[config.mk]
export PLATFORM = sky130hd
export DESIGN_NAME = wb_decoder
export DESIGN_NICKNAME = d
export VERILOG_FILES = /design/src/soc_pkg.sv /design/src/wb_decoder.sv
export SDC_FILE = /design/constraint.sdc
export NUM_CORES = 1
export LEC_CHECK = 0
export ABC_CLOCK_PERIOD_IN_PS = 2510
export BUFFER_PORTS_ARGS = -buffer_cell sky130_fd_sc_hd__buf_2
export CORE_AREA = 2 2 52 54
export DETAILED_ROUTE_END_ITERATION = 16
export DIE_AREA = 0 0 54 56
export PLACE_DENSITY = 0.76
export REMOVE_ABC_BUFFERS = 1
export SLEW_MARGIN = 0
export SYNTH_ARGS = -nofsm -noshare
export SYNTH_HDL_FRONTEND = slang
export SYNTH_SLANG_ARGS = --single-unit
[constraint.sdc]
create_clock -name vclk -period 2.51
set_input_delay 0.3765 -clock vclk [all_inputs]
set_output_delay 0.3765 -clock vclk [all_outputs]
set_load 0.01 [all_outputs]
[src/soc_pkg.sv]
// Memory map, bus codes and address views for a 32-bit byte-addressed Wishbone fabric
`default_nettype none

package soc_pkg;

  // ============================
  // Memory map
  // ============================
  // Region picked by address bits 31..28
  localparam int unsigned region_shift = 28;

  localparam logic [31:0] ram_base   = 32'h8000_0000;
  localparam logic [31:0] clint_base = 32'h3000_0000;
  localparam logic [31:0] pbus_base  = 32'h2000_0000;

  // ============================
  // Wishbone cycle types
  // ============================
  localparam logic [2:0] wb_cti_classic = 3'b000;
  localparam logic [2:0] wb_cti_incr    = 3'b010;
  localparam logic [2:0] wb_cti_eob     = 3'b111;

  // Cache line geometry
  localparam int unsigned line_w         = 128;
  localparam int unsigned words_per_line = 4;

  // ============================
  // CLINT register offsets
  // ============================
  localparam logic [15:0] clint_msip_off        = 16'h0000;
  localparam logic [15:0] clint_mtimecmp_lo_off = 16'h4000;
  localparam logic [15:0] clint_mtimecmp_hi_off = 16'h4004;
  localparam logic [15:0] clint_mtime_lo_off    = 16'hBFF8;
  localparam logic [15:0] clint_mtime_hi_off    = 16'hBFFC;

  // Byte address, seen by RAM and CLINT in two ways
  typedef union packed {
    // Line RAM view
    struct packed {
      logic [3:0]  region;
      logic [23:0] line_idx;
      logic [1:0]  word_off;
      logic [1:0]  byte_off;
    } ram;
    // CLINT register view
    struct packed {
      logic [3:0]  region;
      logic [11:0] rsvd;
      logic [15:0] reg_off;
    } clint;
  } wb_addr_u;

endpackage

`default_nettype wire

[src/wb_decoder.sv]
// Combinational region decode on address bits 31..28; unmapped and peripheral space acks at once
`timescale 1ns/10ps
`default_nettype none

module wb_decoder (
  // Master side
  input  logic        wb_cyc_i,
  input  logic        wb_stb_i,
  input  logic [31:0] wb_adr_i,
  output logic        wb_ack_o,
  output logic [31:0] wb_dat_o,

  // RAM slave
  output logic        ram_stb_o,
  input  logic        ram_ack_i,
  input  logic [31:0] ram_dat_i,

  // CLINT slave
  output logic        clint_stb_o,
  input  logic        clint_ack_i,
  input  logic [31:0] clint_dat_i
);
  import soc_pkg::*;

  // Region codes taken from the base addresses
  localparam logic [3:0] ram_region   = 4'(ram_base >> region_shift);
  localparam logic [3:0] clint_region = 4'(clint_base >> region_shift);

  wb_addr_u adr_u;
  logic     req;

  assign adr_u = wb_adr_i;

  // Valid beat on the bus
  assign req = wb_cyc_i && wb_stb_i;

  // ============================
  // Select and response mux
  // ============================
  always_comb begin
    ram_stb_o   = 1'b0;
    clint_stb_o = 1'b0;
    case (adr_u.ram.region)
      ram_region: begin
        ram_stb_o = req;
        wb_ack_o  = ram_ack_i;
        wb_dat_o  = ram_dat_i;
      end
      clint_region: begin
        clint_stb_o = req;
        wb_ack_o    = clint_ack_i;
        wb_dat_o    = clint_dat_i;
      end
      default: begin
        // Peripheral block and unmapped space read as zero and ready
        wb_ack_o = req;
        wb_dat_o = '0;
      end
    endcase
  end

endmodule

`default_nettype wire

==> reports/metrics.yaml <==
setup.worst_path.start_class: "input port"
post-route-util_pct: 39.3
coreArea_um2: 2430
post-route-period-util_pct: 76.2
p_per_area_nw_per_um2: 119
netlist_area_um2: 390
slew_viol_final: 0
synth.avg_cell_area_um2: 8.49
design.seq.count: 0
nNetsFinal: 251
grt_usage_pct: 12.8
slowest_delay_ps: 270
crit_chain: "buf_2 > nor4b_4 > buf_4 > buf_4 > a22o_1 > buf_2"
setup_ws_ps: 596
grt_pass1_vias: 789
p_leak_nw: 0.630
fp.dieH_um: 56
io_pins: 135
post-place-ws_ps: 575
drt_iter0_markers: 4
yosys_warnings: 0
drv_cap: 0
wl_um: 1970
rsz0062_at_grt: "false"
n_antenna_cell: 0
dieArea_um2: 3020
min-delay-start: "clint_dat_i[22]"
synth_area_leaders: "a22o_1, nor4b_4, buf_4, buf_2, and3_1"
overflow: 0
antenna_found_initial: 0
routedLengthMet1_um: 746
required_ps: 2130
endpoint_kind: "output pin"
drc_errors: 0
fmax_mhz: 523
post-route-min-period_ps: 1910
synthCells: 46
hold_class: "input port to output pin"
cts_resized: 0
whs_endpoint: "wb_dat_o[22]"
met3WireLength_um: 219
post-place-cells: 179
vias: 814
dp_hpwl_um: 1710
p_total_mw: 0.114
syn2layout_area_growth_pct: 145
ctsHoldBuffers: 0
critical_path.max_fanout: 23
crit_type: "input port to output pin"
arrival_ps: 1540
grt_pass1_wl_um: 3160
max_slew.worst_pin.slew_ps: 308
synthDistinctLibCells: 9
holdWs_ps: 1050
vias_per_cell: 4.55
wire_per_inst_um: 11.0
portBuffers: 107
status: "finished, final reports clean"
wl_met2_um: 1000
ant_nets: 0
critPathSlowestCell: "buf_4"
ys_seq_area_share_pct: 0
initial_core_util_pct: 16.0
drive_gt1_share_pct: 75.2
vdd_drop_max_v: 0.0000639
seq_area_um2: 0
slew_headroom_pct: 79.5
rows: 18
final.setup.tns_ps: 0
yosysTopAreaCell: "a22o_1"
drt_pass1_iterations: 3
hold_viol: 0
dr.max_layer_used: "met3"
synth_top_area_share_pct: 71.8
placed_area_um2: 956
hold_path_depth: 3
post_cts_buffers: 0
clock_buffers: 0
instances_no_fill: 179
setup_viol: 0
grt_max_degree: 24
gp_congestion: 0.701
die_w_um: 54
design_area_um2: 956
metal layers:
metal | up-vias | track usage, %
met2 | 53 | 25.3
met1 | 349 | 14.9
li1 | 412 | -
met5 | - | 0
met4 | 0 | 0
met3 | 0 | 1.08
critical path: cells and delay by family:
family | cells | cell delay [ps]
AOI/OAI and AO/OA | 1 | 180
buffers and inverters | 4 | 730
and+or+nand+nor | 1 | 250
worst max path at each step:
stage / end / slack, ps / cells after the start / startpoint
after detailed placement: wb_dat_o[1] / 570 / 6 / wb_adr_i[29]
after CTS: wb_dat_o[19] / 570 / 6 / wb_adr_i[29]
final: wb_dat_o[19] / 600 / 6 / wb_adr_i[29]
after global routing: wb_dat_o[6] / 480 / 6 / wb_adr_i[29]
after global placement: wb_dat_o[29] / 580 / 6 / wb_adr_i[29]
after floorplan: wb_ack_o / 300 / 3 / wb_adr_i[29]
kinds of logic after synthesis:
family          share of synthesized area [%]
compound gates                           74.4
simple gates                             14.7
buf+inv                                  10.9
synthesized netlist by cell type (all sizes together):
master  number
a221o        1
a22o        32
and3         2
and4bb       1
buf          7
nand2        1
nor3         1
nor4b        1
cells in the final DEF, fill, tap and decap left out:
master	instances
a221o_1	1
and4bb_2	1
nand2_1	1
nor3_1	1
buf_4	2
and3_1	2
buf_2	107
nor4b_4	1
a22o_1	32
buf_12	1
layout make-up:
class,count,area [um2]
Tap cell,30,37.5
Fill cell,281,1480
Timing Repair Buffer,110,571
Multi-Input combinational cell,39,348
report_power, final:
| group | switching [mW] | internal (mW) |
|---|---|---|
| clock | 0 | 0 |
| combinational | 0.0453 | 0.0684 |
| sequential | 0 | 0 |
| total | 0.0453 | 0.0684 |
(Power assumes the default switching activity.)
