<file path="config.mk">
export PLATFORM = sky130hd
export DESIGN_NAME = clint
export DESIGN_NICKNAME = d
export VERILOG_FILES = /design/src/soc_pkg.sv /design/src/clint.sv
export SDC_FILE = /design/constraint.sdc
export NUM_CORES = 1
export LEC_CHECK = 0
export ABC_AREA = 0
export ABC_CLOCK_PERIOD_IN_PS = 3500
export BUFFER_PORTS_ARGS = -buffer_cell sky130_fd_sc_hd__buf_2
export CORE_ASPECT_RATIO = 0.6
export CORE_MARGIN = 2
export CORE_UTILIZATION = 54
export CTS_CLUSTER_DIAMETER = 40
export DETAILED_ROUTE_END_ITERATION = 16
export GPL_ROUTABILITY_DRIVEN = 0
export MAX_ROUTING_LAYER = met4
export PLACE_DENSITY = 0.77
export SLEW_MARGIN = 20
export SYNTH_ARGS = -nofsm -noshare
export SYNTH_HDL_FRONTEND = slang
export SYNTH_SLANG_ARGS = --single-unit
</file>
<file path="constraint.sdc">
create_clock -name clk_i -period 3.5 [get_ports clk_i]
set_input_delay 0.175 -clock clk_i [delete_from_list [all_inputs] [get_ports clk_i]]
set_output_delay 0.175 -clock clk_i [all_outputs]
set_load 0.05 [all_outputs]
</file>
<file path="src/soc_pkg.sv">
// Memory map, bus codes and address views for a 32-bit byte-addressed Wishbone fabric
`default_nettype none

package soc_pkg;

  // ============================
  // Memory map
  // ============================
  // Region picked by address bits 31..28
  localparam int unsigned region_shift = 28;

  localparam logic [31:0] ram_base   = 32'h8000_0000;
  localparam logic [31:0] clint_base = 32'h3000_0000;
  localparam logic [31:0] pbus_base  = 32'h2000_0000;

  // ============================
  // Wishbone cycle types
  // ============================
  localparam logic [2:0] wb_cti_classic = 3'b000;
  localparam logic [2:0] wb_cti_incr    = 3'b010;
  localparam logic [2:0] wb_cti_eob     = 3'b111;

  // Cache line geometry
  localparam int unsigned line_w         = 128;
  localparam int unsigned words_per_line = 4;

  // ============================
  // CLINT register offsets
  // ============================
  localparam logic [15:0] clint_msip_off        = 16'h0000;
  localparam logic [15:0] clint_mtimecmp_lo_off = 16'h4000;
  localparam logic [15:0] clint_mtimecmp_hi_off = 16'h4004;
  localparam logic [15:0] clint_mtime_lo_off    = 16'hBFF8;
  localparam logic [15:0] clint_mtime_hi_off    = 16'hBFFC;

  // Byte address, seen by RAM and CLINT in two ways
  typedef union packed {
    // Line RAM view
    struct packed {
      logic [3:0]  region;
      logic [23:0] line_idx;
      logic [1:0]  word_off;
      logic [1:0]  byte_off;
    } ram;
    // CLINT register view
    struct packed {
      logic [3:0]  region;
      logic [11:0] rsvd;
      logic [15:0] reg_off;
    } clint;
  } wb_addr_u;

endpackage

`default_nettype wire

</file>
<file path="src/clint.sv">
// Single-hart CLINT; mtime ticks every clk_i, registered ack one cycle after stb, unknown offsets read 0
`timescale 1ns/10ps
`default_nettype none

module clint (
  input  logic        clk_i,
  input  logic        rst_ni,
  input  logic        stb_i,
  input  logic        we_i,
  input  logic [31:0] adr_i,
  input  logic [31:0] dat_i,
  input  logic [3:0]  sel_i,
  output logic        ack_o,
  output logic [31:0] dat_o,
  output logic        timer_irq_o,
  output logic        sw_irq_o
);
  import soc_pkg::*;

  wb_addr_u    adr_u;
  logic [15:0] reg_off;
  logic        access;
  logic        wr_en;
  logic        ack_q;
  logic        msip_q;
  logic [63:0] mtime_q;
  logic [63:0] mtime_d;
  logic [63:0] mtimecmp_q;
  logic [31:0] rdata_d;
  logic [31:0] dat_q;

  // Merge new bytes into a word under the strobes
  function automatic logic [31:0] byte_merge(input logic [31:0] old_w,
                                              input logic [31:0] new_w,
                                              input logic [3:0]  sel);
    logic [31:0] res;
    res = old_w;
    for (int b = 0; b < 4; b++) begin
      if (sel[b]) begin
        res[b*8 +: 8] = new_w[b*8 +: 8];
      end
    end
    return res;
  endfunction

  assign adr_u   = adr_i;
  assign reg_off = adr_u.clint.reg_off;

  // One access per strobe, the ack cycle is skipped
  assign access = stb_i && !ack_q;
  assign wr_en  = access && we_i;

  // ============================
  // mtime next value
  // ============================
  always_comb begin
    mtime_d = mtime_q + 64'd1;
    if (wr_en && reg_off == clint_mtime_lo_off) begin
      mtime_d[31:0] = byte_merge(mtime_q[31:0], dat_i, sel_i);
    end
    if (wr_en && reg_off == clint_mtime_hi_off) begin
      mtime_d[63:32] = byte_merge(mtime_q[63:32], dat_i, sel_i);
    end
  end

  // Control registers
  always_ff @(posedge clk_i) begin
    if (!rst_ni) begin
      ack_q      <= 1'b0;
      msip_q     <= 1'b0;
      mtime_q    <= '0;
      mtimecmp_q <= '1;
    end else begin
      ack_q   <= access;
      mtime_q <= mtime_d;
      if (wr_en) begin
        case (reg_off)
          clint_msip_off: if (sel_i[0]) msip_q <= dat_i[0];
          clint_mtimecmp_lo_off:
            mtimecmp_q[31:0] <= byte_merge(mtimecmp_q[31:0], dat_i, sel_i);
          clint_mtimecmp_hi_off:
            mtimecmp_q[63:32] <= byte_merge(mtimecmp_q[63:32], dat_i, sel_i);
          default: ;
        endcase
      end
    end
  end

  // Read mux
  always_comb begin
    case (reg_off)
      clint_msip_off:        rdata_d = {31'b0, msip_q};
      clint_mtimecmp_lo_off: rdata_d = mtimecmp_q[31:0];
      clint_mtimecmp_hi_off: rdata_d = mtimecmp_q[63:32];
      clint_mtime_lo_off:    rdata_d = mtime_q[31:0];
      clint_mtime_hi_off:    rdata_d = mtime_q[63:32];
      default:               rdata_d = '0;
    endcase
  end

  // Read data sampled with the ack
  always_ff @(posedge clk_i) begin
    if (access) begin
      dat_q <= rdata_d;
    end
  end

  assign ack_o       = ack_q;
  assign dat_o       = dat_q;
  assign sw_irq_o    = msip_q;
  assign timer_irq_o = (mtime_q >= mtimecmp_q);

endmodule

`default_nettype wire

</file>
==> results_tabular.tex, run 1 <==
\begin{tabular}{lr}
\hline
Metric & Value \\
\hline
\multicolumn{2}{l}{\textbf{Status}} \\
Run status & finished clean \\
\multicolumn{2}{l}{\textbf{Clock tree}} \\
TritonCTS sink count & 162 \\
Number of H-tree levels & 4 \\
Maximum clock path buffer count & 2 \\
Total of hold buffers inserted after clock tree synthesis & 0 \\
Post-CTS Setup Repair Bufs & 0 \\
Clock latency on the worst-skew pair & 0.45 ns \\
Total clock buffers created by CTS & 17 \\
Clock tree from TritonCTS & done \\
Post-CTS sizing & 0 \\
Library cell used as clock root buffer & sky130\_fd\_sc\_hd\_\_clkbuf\_16 \\
Clk slew on worst S/H paths & 0.07 ns \\
\multicolumn{2}{l}{\textbf{STA}} \\
Worst Hold Slack & 0.0181 ns \\
RSZ-0062 raised after global routing & no \\
Worst rel slew slack & 0.387 \\
Clock skew after layout & 0.0128 ns \\
Shortest clock period the worst path allows after layout & 3.19 ns \\
Slew Limit Fails & 0 \\
Crit share post-route & 0.911 \\
Maximum clock frequency & 314 MHz \\
Total negative slack & 0 ns \\
Actual slew at the worst max-slew pin & 0.911 ns \\
Final hold viol count & 0 \\
\# setup viols final & 0 \\
\multicolumn{2}{l}{\textbf{Layout}} \\
Antenna fix cells & 0 \\
Post-layout util & 0.632 \\
Fraction of layout cells with a size suffix above 1 & 0.136 \\
Area delta synth->final & 13.5\% \\
Non-filler cells, final & 1474 \\
Number of nets at the end of the flow & 1364 \\
\multicolumn{2}{l}{\textbf{Worst setup path}} \\
Crit-path slowest cell & sky130\_fd\_sc\_hd\_\_a221oi\_1 \\
Data required time of the critical path & 3.32 ns \\
Largest stage delay, worst path & 0.63 ns \\
Highest net fanout along the worst path & 8 \\
CP Data Arrival Time & 3.01 ns \\
Worst Setup Start Kind & flip-flop \\
Critical path start-end classification & reg -> out \\
Cell repeated most along the worst path & sky130\_fd\_sc\_hd\_\_a21o\_1 \\
Worst Path Buf+Inv & 1 \\
Ordered list of cells on the worst path & ha\_1 > a21o\_1 > a21o\_1 > a221oi\_1 > nand3\_1 > nor2\_1 > o21ai\_0 > buf\_2 \\
Critical path's top delay family & compound AO/OA/AOI/OAI gates \\
CP Capture Type & output port \\
\multicolumn{2}{l}{\textbf{GRT}} \\
GRT Total Usage & 0.338 \\
Initial antenna violation count & 0 \\
Met3 track demand over resource in global routing & 0.0971 \\
Grt peak-use layer & met1 \\
Total gr overflow & 0 \\
Met2 usage in global routing & 0.450 \\
Met1 demand-to-capacity share in global routing & 0.485 \\
Number of global-route vias before repair & 8804 \\
First-pass GRT wire length & 48100 um \\
Maximum number of pins on one net before global-route repair & 57 \\
\multicolumn{2}{l}{\textbf{Yosys}} \\
Total number of yosys warnings & 0 \\
Gate count after technology mapping & 1167 \\
Synthesized net count & 1304 \\
Primary FF master, synth & sky130\_fd\_sc\_hd\_\_dfxtp\_1 \\
Count of state elements after synthesis & 162 \\
Unique cell type count in the Yosys netlist & 66 \\
Fraction of the yosys area taken by sequential cells & 0.371 \\
Average cell area after synthesis & 8.24 um2 \\
EDFF count, synth & 32 \\
Proportion of synthesized flip-flops having asynchronous set or reset & 0 \\
Area of the mapped netlist & 9610 um2 \\
\multicolumn{2}{l}{\textbf{Detailed routing}} \\
Detailed-route wire length per cell & 20.8 um \\
Total via count in the routed design & 9559 \\
Total Routed Length & 30700 um \\
Remaining antenna violation count & 0 \\
Number of design-rule violations left by the first detailed-router iteration & 1374 \\
DRC & 0 \\
Vias/cell & 6.49 \\
Number of optimization iterations in the first detailed-route pass & 8 \\
\multicolumn{2}{l}{\textbf{Hold path}} \\
HP Class & in -> reg \\
\multicolumn{2}{l}{\textbf{Floorplanning}} \\
Initial cell density of the core & 0.557 \\
Die Height & 107 um \\
Standard-cell row count & 37 \\
Die footprint & 18900 um2 \\
Count of pins on the block boundary & 107 \\
Die extent in x & 176 um \\
Core area & 17300 um2 \\
\multicolumn{2}{l}{\textbf{Power and ir drop}} \\
Peak supply drop & 343 uV \\
Leakage power & 4.82 nW \\
Total power per unit cell area & 387 nW/um2 \\
\multicolumn{2}{l}{\textbf{Run}} \\
Max\_cap viols & 0 \\
\multicolumn{2}{l}{\textbf{Placed design}} \\
IO Port Bufs & 90 \\
Detailed placement HPWL & 22100 um \\
Placed Instances & 1442 \\
\hline
\end{tabular}
## cells in the mapped netlist, drive strengths merged, types with 4 or more instances
cell type / instances / area [um2]
mux2i: 11 / 110
dfxtp: 130 / 2600
and3: 28 / 175
nor2b: 6 / 37.5
nor4: 16 / 149
mux2: 9 / 101
a21o: 9 / 67.6
nor2: 48 / 183
o211ai: 68 / 510
and4: 9 / 78.8
a222oi: 31 / 310
a21oi: 65 / 325
xor2: 13 / 114
o21a: 5 / 37.5
inv: 75 / 282
nand3b: 5 / 37.5
ha: 65 / 813
nand4: 29 / 181
a31oi: 26 / 163
clkbuf: 61 / 229
or3: 12 / 75.1
and2: 11 / 68.8
nand3: 60 / 300
o21ai: 54 / 270
nand2: 189 / 712
o22ai: 7 / 43.8
nor3: 19 / 95.1
buf: 11 / 47.5
edfxtp: 32 / 961
or2: 4 / 25.0
or4: 4 / 37.5
a211oi: 8 / 60.1
## stage by stage
stage,total power [mW],instance area (um2),worst slack [ns]
5_1_grt,4.31,10900,0.243
4_1_cts,4.22,10900,0.369
2_1_floorplan,2.10,9610,0.319
6_report,4.22,10900,0.313
3_5_place_dp,2.20,10300,0.670
3_3_place_gp,2.20,10300,0.751
## power by group
part / total (mW) / leakage (nW) / switching, mW / internal (mW)
clock network: 2.06 / 0.304 / 0.819 / 1.24
registers: 1.93 / 1.37 / 0.00896 / 1.92
logic: 0.237 / 3.14 / 0.174 / 0.0621
total: 4.22 / 4.82 / 1.00 / 3.22
## final cells by class
class	instances	area (um2)
sequential	162	3560
inverter	76	285
clock buffer	20	458
timing repair buffer	113	623
fill	1489	6360
clock inverter	12	175
multi-input combinational	857	5510
tap	234	293
## final timing paths
path,slack [ns],cells after the start,start,end
worst min-delay path,0.02,3,dat_i[25],mtimecmp_q[25]
worst max register to register,0.56,7,mtime_q[0],mtime_q[46]
worst min register to register,0.51,2,mtimecmp_q[13],mtimecmp_q[13]
worst max-delay path,0.31,8,mtime_q[29],timer_irq_o
## worst register-to-register path, cell delays in order, from the launching register on
cell	delay, ns
sky130_fd_sc_hd__dfxtp_1	0.44
sky130_fd_sc_hd__ha_1	0.24
sky130_fd_sc_hd__and4_1	0.34
sky130_fd_sc_hd__and3_1	0.44
sky130_fd_sc_hd__nand4_1	0.38
sky130_fd_sc_hd__nor4_1	0.68
sky130_fd_sc_hd__xnor2_1	0.19
sky130_fd_sc_hd__o22ai_1	0.08
## kinds of logic (layout without fill, tap and decap cells)
kind of cell | count (synthesis) | count (layout) | share of synthesized area
and+or+nand+nor | 453 | 453 | 0.236
muxes | 20 | 20 | 0.0220
AOI/OAI and AO/OA | 303 | 303 | 0.214
adders and majority gates | 65 | 65 | 0.0846
buffers and inverters | 148 | 221 | 0.0584
xor gates and xnor gates | 16 | 16 | 0.0146
DFF | 162 | 162 | 0.371
## layer usage
metal | wire (um) | part of all wire
met1 | 14100 | 0.46
met2 | 11900 | 0.39
met3 | 4000 | 0.13
met4 | 671 | 0.022
met5 | 0 | 0
## flip-flops by register name, indices dropped and copies added, names as in the netlist
| register | count |
|---|---|
| mtime_q | 64 |
| mtimecmp_q | 64 |
| dat_o | 32 |
| ack_o | 1 |
| sw_irq_o | 1 |
## cells in the final DEF (no fill, tap or decap), drive strengths merged, types with 16 or more instances in the layout
cell,count
nor4,16
ha,65
nand3,60
nand4,29
a222oi,31
nand2,189
edfxtp,32
a21oi,65
nor2,48
a31oi,26
and3,28
clkbuf,20
o21ai,54
nor3,19
dfxtp,130
o211ai,68
inv,78
buf,113
Note: power is estimated with default switching activity, not from simulation.
==> inputs of run 2 (changes only) <==
CORE_UTILIZATION = 55   (was 54)
CTS_BUF_LIST = sky130_fd_sc_hd__clkbuf_8   (was unset)
PLACE_DENSITY = 0.79   (was 0.77)
==> run 2 against run 1 <==
Against the previous run: setup slack better by 0.070 ns; first-iteration DRC count is 9.8% higher; cell area is 0.65% lower; largest cell class unchanged; die area is 1.8% lower; critical path depth stayed put; final cell count is 1.1% higher; flip-flop and latch count stayed put; combinational power is 6% higher; via count is 1.8% higher; sequential power hardly changed; largest power group is now registers; clock power is 29% lower; highest routed layer unchanged; non-clock buffer count is 15 higher.
==> results_tabular.tex, run 2 (synthesis gave the netlist of run 1 again) <==
\begin{tabular}{lr}
\hline
Metric & Value \\
\hline
\multicolumn{2}{l}{\textbf{Status}} \\
Run status & finished clean \\
\multicolumn{2}{l}{\textbf{Clock tree}} \\
Library cell used as clock root buffer & sky130\_fd\_sc\_hd\_\_clkbuf\_8 \\
Clk slew on worst S/H paths & 0.09 ns \\
Number of H-tree levels & 4 \\
Post-CTS Setup Repair Bufs & 0 \\
Total clock buffers created by CTS & 17 \\
Post-CTS sizing & 0 \\
Maximum clock path buffer count & 2 \\
Clock tree from TritonCTS & done \\
TritonCTS sink count & 162 \\
Total of hold buffers inserted after clock tree synthesis & 12 \\
Clock latency on the worst-skew pair & 0.47 ns \\
\multicolumn{2}{l}{\textbf{Hold path}} \\
Hold Crit Depth & 3 \\
HP Class & in -> reg \\
Hold path start & dat\_i[30] \\
\multicolumn{2}{l}{\textbf{Layout}} \\
Most frequent standard cell in the layout excluding fill and tap cells & sky130\_fd\_sc\_hd\_\_nand2\_1 \\
Number of nets at the end of the flow & 1379 \\
Leading cell types in the layout, fill and taps excluded & sky130\_fd\_sc\_hd\_\_nand2\_1 (188), sky130\_fd\_sc\_hd\_\_dfxtp\_1 (130), sky130\_fd\_sc\_hd\_\_buf\_2 (90) \\
Area delta synth->final & 12.7\% \\
Post-layout util & 0.633 \\
Fraction of layout cells with a size suffix above 1 & 0.139 \\
Area of all placed cells without fillers & 10800 um2 \\
\multicolumn{2}{l}{\textbf{Detailed routing}} \\
Number of optimization iterations in the first detailed-route pass & 10 \\
Total Routed Length & 30900 um \\
Remaining antenna violation count & 0 \\
Detailed-route wire length per cell & 20.8 um \\
Top layer used by detailed routing & met4 \\
Vias/cell & 6.53 \\
DR WL met3 & 4480 um \\
Post-route met1 wirelength & 14100 um \\
Number of design-rule violations left by the first detailed-router iteration & 1508 \\
Met2 routed WL & 11800 um \\
Total via count in the routed design & 9731 \\
DRC & 0 \\
\multicolumn{2}{l}{\textbf{Worst setup path}} \\
CP Capture Type & output port \\
Data required time of the critical path & 3.32 ns \\
Cell repeated most along the worst path & sky130\_fd\_sc\_hd\_\_a21o\_1 \\
Worst Setup Start Kind & flip-flop \\
Ordered list of cells on the worst path & ha\_1 > a21o\_1 > a21o\_1 > a221oi\_1 > nand3\_1 > nor2\_1 > o21ai\_0 > buf\_2 \\
Critical path launch point & mtime\_q[29] \\
Worst r2r path cells & 7 \\
Highest net fanout along the worst path & 8 \\
Worst flop-to-flop path startpoint & mtime\_q[0] \\
Largest stage delay, worst path & 0.55 ns \\
Critical path start-end classification & reg -> out \\
CP Data Arrival Time & 2.94 ns \\
Crit-path slowest cell & sky130\_fd\_sc\_hd\_\_a221oi\_1 \\
\multicolumn{2}{l}{\textbf{Floorplanning}} \\
Die extent in x & 175 um \\
Initial cell density of the core & 0.561 \\
Die footprint & 18600 um2 \\
Count of pins on the block boundary & 107 \\
Die Height & 106 um \\
Standard-cell row count & 37 \\
Core area & 17100 um2 \\
\multicolumn{2}{l}{\textbf{STA}} \\
Final hold viol count & 0 \\
\# setup viols final & 0 \\
Actual slew at the worst max-slew pin & 0.967 ns \\
Worst rel slew slack & 0.355 \\
Maximum clock frequency & 321 MHz \\
Worst Hold Slack & 0.00643 ns \\
Shortest clock period the worst path allows after layout & 3.12 ns \\
Crit share post-route & 0.891 \\
Total negative slack & 0 ns \\
RSZ-0062 raised after global routing & no \\
Clock skew after layout & 0.0187 ns \\
Slew Limit Fails & 0 \\
\multicolumn{2}{l}{\textbf{Placed design}} \\
Detailed placement HPWL & 22100 um \\
Cell Area, Placed & 10300 um2 \\
IO Port Bufs & 90 \\
\multicolumn{2}{l}{\textbf{GRT}} \\
GRT Total Usage & 0.340 \\
Maximum number of pins on one net before global-route repair & 84 \\
Number of global-route vias before repair & 8562 \\
First-pass GRT wire length & 47700 um \\
Initial antenna violation count & 0 \\
Total gr overflow & 0 \\
\multicolumn{2}{l}{\textbf{Run}} \\
Max\_cap viols & 0 \\
\multicolumn{2}{l}{\textbf{Power and ir drop}} \\
Total power per unit cell area & 336 nW/um2 \\
Leakage power & 4.78 nW \\
Peak supply drop & 262 uV \\
Final Power & 3.64 mW \\
\hline
\end{tabular}
## run 2: per-layer routing
layer | track usage | up-vias
met2 | 0.443 | 666
met5 | - | -
met1 | 0.502 | 4498
li1 | - | 4491
met3 | 0.110 | 76
met4 | 0.0798 | 0
## run 2: final cells by class
class	count	area, um2
clock buffers	21	289
well taps	234	293
inverters	76	285
fillers	1540	6290
multi-input cells	857	5510
repair buffers	128	766
flip-flops and latches	162	3560
diodes	1	2.50
clock inverters	11	128
## run 2: where the power goes
part	internal (mW)	switching [mW]	leakage (nW)
logic	0.0711	0.180	3.20
registers	1.92	0.00912	1.37
clock network	0.713	0.752	0.204
total	2.70	0.942	4.78
## run 2: worst paths after layout
check	to	slack (ns)
worst max register to register	mtime_q[46]	0.54
worst max-delay path	timer_irq_o	0.38
worst min-delay path	mtimecmp_q[30]	0.006
worst min register to register	mtimecmp_q[45]	0.52
## run 2: per-stage QoR
| stage | setup slack (ns) | cells |
|---|---|---|
| 2_1_floorplan | 0.319 | 1167 |
| 3_3_place_gp | 0.803 | 1445 |
| 3_5_place_dp | 0.753 | 1445 |
| 4_1_cts | 0.468 | 1489 |
| 5_1_grt | 0.229 | 1489 |
| 6_report | 0.383 | 1490 |
## run 2: worst max-delay path, delay by kind of cell (launching register included)
family,cells,cell delay [ns]
AO/OA/AOI/OAI,4,1.02
flip-flops,1,0.49
buffers and inverters,1,0.23
AND/OR/NAND/NOR,2,0.45
adder cells (fa/ha/maj),1,0.29
==> inputs of run 3 (changes only) <==
CORE_MARGIN = 5   (was 2)
CORE_UTILIZATION = 30   (was 55)
PLACE_DENSITY = unset   (was 0.79)
==> run 3 against run 2 <==
Against the previous run: register-to-register slack improved by 0.17 ns; clock-buffer cell count did not move; clock power fell by 8%; non-clock buffer count rose by 25; via count fell by 0.94%; first-iteration DRC count fell by 15%; worst hold slack improved by 0.085 ns; cell area rose by 4.0%; global-route usage fell by 14 points; critical path depth rose by 1; fmax rose by 2.2%; critical path type unchanged; highest routed layer unchanged.
==> results_tabular.tex, run 3 (synthesis gave the netlist of run 1 again) <==
\begin{tabular}{lr}
\hline
Metric & Value \\
\hline
\multicolumn{2}{l}{\textbf{Layout}} \\
Fraction of layout cells with a size suffix above 1 & 0.138 \\
Number of nets at the end of the flow & 1404 \\
Filler cells & 3284 \\
Area of all placed cells without fillers & 11300 um2 \\
Most frequent standard cell in the layout excluding fill and tap cells & sky130\_fd\_sc\_hd\_\_nand2\_1 \\
Leading cell types in the layout, fill and taps excluded & sky130\_fd\_sc\_hd\_\_nand2\_1 (188), sky130\_fd\_sc\_hd\_\_dfxtp\_1 (130), sky130\_fd\_sc\_hd\_\_buf\_2 (90) \\
Area delta synth->final & 17.2\% \\
\multicolumn{2}{l}{\textbf{Detailed routing}} \\
Total Routed Length & 34500 um \\
Detailed-route wire length per cell & 20.3 um \\
DRC & 0 \\
Remaining antenna violation count & 0 \\
Total via count in the routed design & 9640 \\
Vias/cell & 5.68 \\
Number of optimization iterations in the first detailed-route pass & 7 \\
Number of design-rule violations left by the first detailed-router iteration & 1281 \\
\multicolumn{2}{l}{\textbf{Power and ir drop}} \\
Peak supply drop & 215 uV \\
Total power per unit cell area & 315 nW/um2 \\
Total internal power & 2.62 mW \\
Fraction of power spent switching nets & 0.261 \\
Power dissipated by switching net loads & 0.928 mW \\
Final Power & 3.55 mW \\
Register share of total power & 0.543 \\
Combinational share of power & 0.077 \\
Clock power share & 0.380 \\
Leakage power & 4.91 nW \\
\multicolumn{2}{l}{\textbf{GRT}} \\
Maximum number of pins on one net before global-route repair & 44 \\
Initial antenna violation count & 1 \\
Total gr overflow & 0 \\
Number of global-route vias before repair & 8869 \\
First-pass GRT wire length & 53100 um \\
GRT Total Usage & 0.196 \\
\multicolumn{2}{l}{\textbf{Worst setup path}} \\
Highest net fanout along the worst path & 7 \\
Data required time of the critical path & 3.32 ns \\
CP Capture Type & output port \\
Critical path start-end classification & reg -> out \\
Ordered list of cells on the worst path & inv\_1 > ha\_1 > nand2b\_1 > a2111oi\_0 > o311a\_1 > o22ai\_1 > nor2\_1 > o21ai\_0 > buf\_2 \\
Largest stage delay, worst path & 0.45 ns \\
Worst Setup Start Kind & flip-flop \\
Crit-path slowest cell & sky130\_fd\_sc\_hd\_\_dfxtp\_1 \\
CP Data Arrival Time & 2.88 ns \\
\multicolumn{2}{l}{\textbf{STA}} \\
Worst Hold Slack & 0.0911 ns \\
Maximum clock frequency & 328 MHz \\
Worst rel slew slack & 0.484 \\
Actual slew at the worst max-slew pin & 0.772 ns \\
Total negative slack & 0 ns \\
Shortest clock period the worst path allows after layout & 3.05 ns \\
\# setup viols final & 0 \\
Crit share post-route & 0.872 \\
Final hold viol count & 0 \\
RSZ-0062 raised after global routing & no \\
Worst Slack Setup Final & 0.449 ns \\
Slew Limit Fails & 0 \\
Clock skew after layout & 0.0142 ns \\
\multicolumn{2}{l}{\textbf{Clock tree}} \\
Total clock buffers created by CTS & 17 \\
Maximum clock path buffer count & 2 \\
Library cell used as clock root buffer & sky130\_fd\_sc\_hd\_\_clkbuf\_8 \\
TritonCTS sink count & 162 \\
Clock latency on the worst-skew pair & 0.50 ns \\
Post-CTS Setup Repair Bufs & 0 \\
Clock tree from TritonCTS & done \\
Total of hold buffers inserted after clock tree synthesis & 31 \\
Clk slew on worst S/H paths & 0.08 ns \\
Number of H-tree levels & 4 \\
Post-CTS sizing & 0 \\
\multicolumn{2}{l}{\textbf{Floorplanning}} \\
Initial cell density of the core & 0.306 \\
Core area & 31400 um2 \\
Die extent in x & 241 um \\
Die footprint & 35800 um2 \\
Standard-cell row count & 50 \\
Die Height & 149 um \\
Count of pins on the block boundary & 107 \\
\multicolumn{2}{l}{\textbf{Placed design}} \\
Cell Area, Placed & 10600 um2 \\
IO Port Bufs & 90 \\
Worst setup timing slack at the placement stage & 0.827 ns \\
Detailed placement HPWL & 25500 um \\
\multicolumn{2}{l}{\textbf{Hold path}} \\
HP Class & in -> reg \\
\multicolumn{2}{l}{\textbf{Run}} \\
Max\_cap viols & 0 \\
\multicolumn{2}{l}{\textbf{Status}} \\
Run status & finished clean \\
\hline
\end{tabular}
run 3: final timing paths:
path	from	cells past startpoint	slack [ns]	end
min	dat_i[13]	3	0.09	mtimecmp_q[45]
min reg2reg	mtimecmp_q[45]	2	0.52	mtimecmp_q[45]
max	mtime_q[0]	9	0.45	timer_irq_o
max reg2reg	mtime_q[17]	6	0.71	mtime_q[41]
run 3: through the flow:
| stage | instances | util |
|---|---|---|
| 2_1_floorplan | 1167 | - |
| 3_3_place_gp | 1633 | 0.337 |
| 3_5_place_dp | 1633 | 0.337 |
| 4_1_cts | 1696 | 0.359 |
| 5_1_grt | 1697 | 0.359 |
| 6_report | 1697 | 0.359 |
run 3: power groups by stage:
stage	sequential (mW)	clock (mW)	combinational, mW
after global placement	1.97	0	0.243
after floorplan	2.03	0	0.0713
after global routing	1.93	1.46	0.291
after CTS	1.93	1.37	0.274
after detailed placement	1.97	0	0.244
final	1.93	1.35	0.275
run 3: routing by layer:
| layer | GRT usage | wire (um) |
|---|---|---|
| met1 | 0.302 | 17100 |
| met2 | 0.245 | 13000 |
| met3 | 0.0606 | 3930 |
| met4 | 0.0414 | 458 |
| met5 | - | 0 |
run 3: area by class of cell:
type,instances,area (um2),share of cell area
Antenna cell,1,2.50,0.000222
Inverter,76,285,0.0253
Sequential cell,162,3560,0.316
Multi-Input combinational cell,857,5510,0.489
Clock inverter,11,73.8,0.00655
Clock buffer,21,289,0.0256
Tap cell,416,520,0.0462
Timing Repair Buffer,153,1030,0.0910
run 3: worst max-delay path: cells and delay by family, from the launching register on:
family / cells / cell delay, ns
compound gates: 4 / 1.04
flops: 1 / 0.45
buf+inv: 2 / 0.30
simple gates: 2 / 0.30
fa+ha+maj: 1 / 0.28
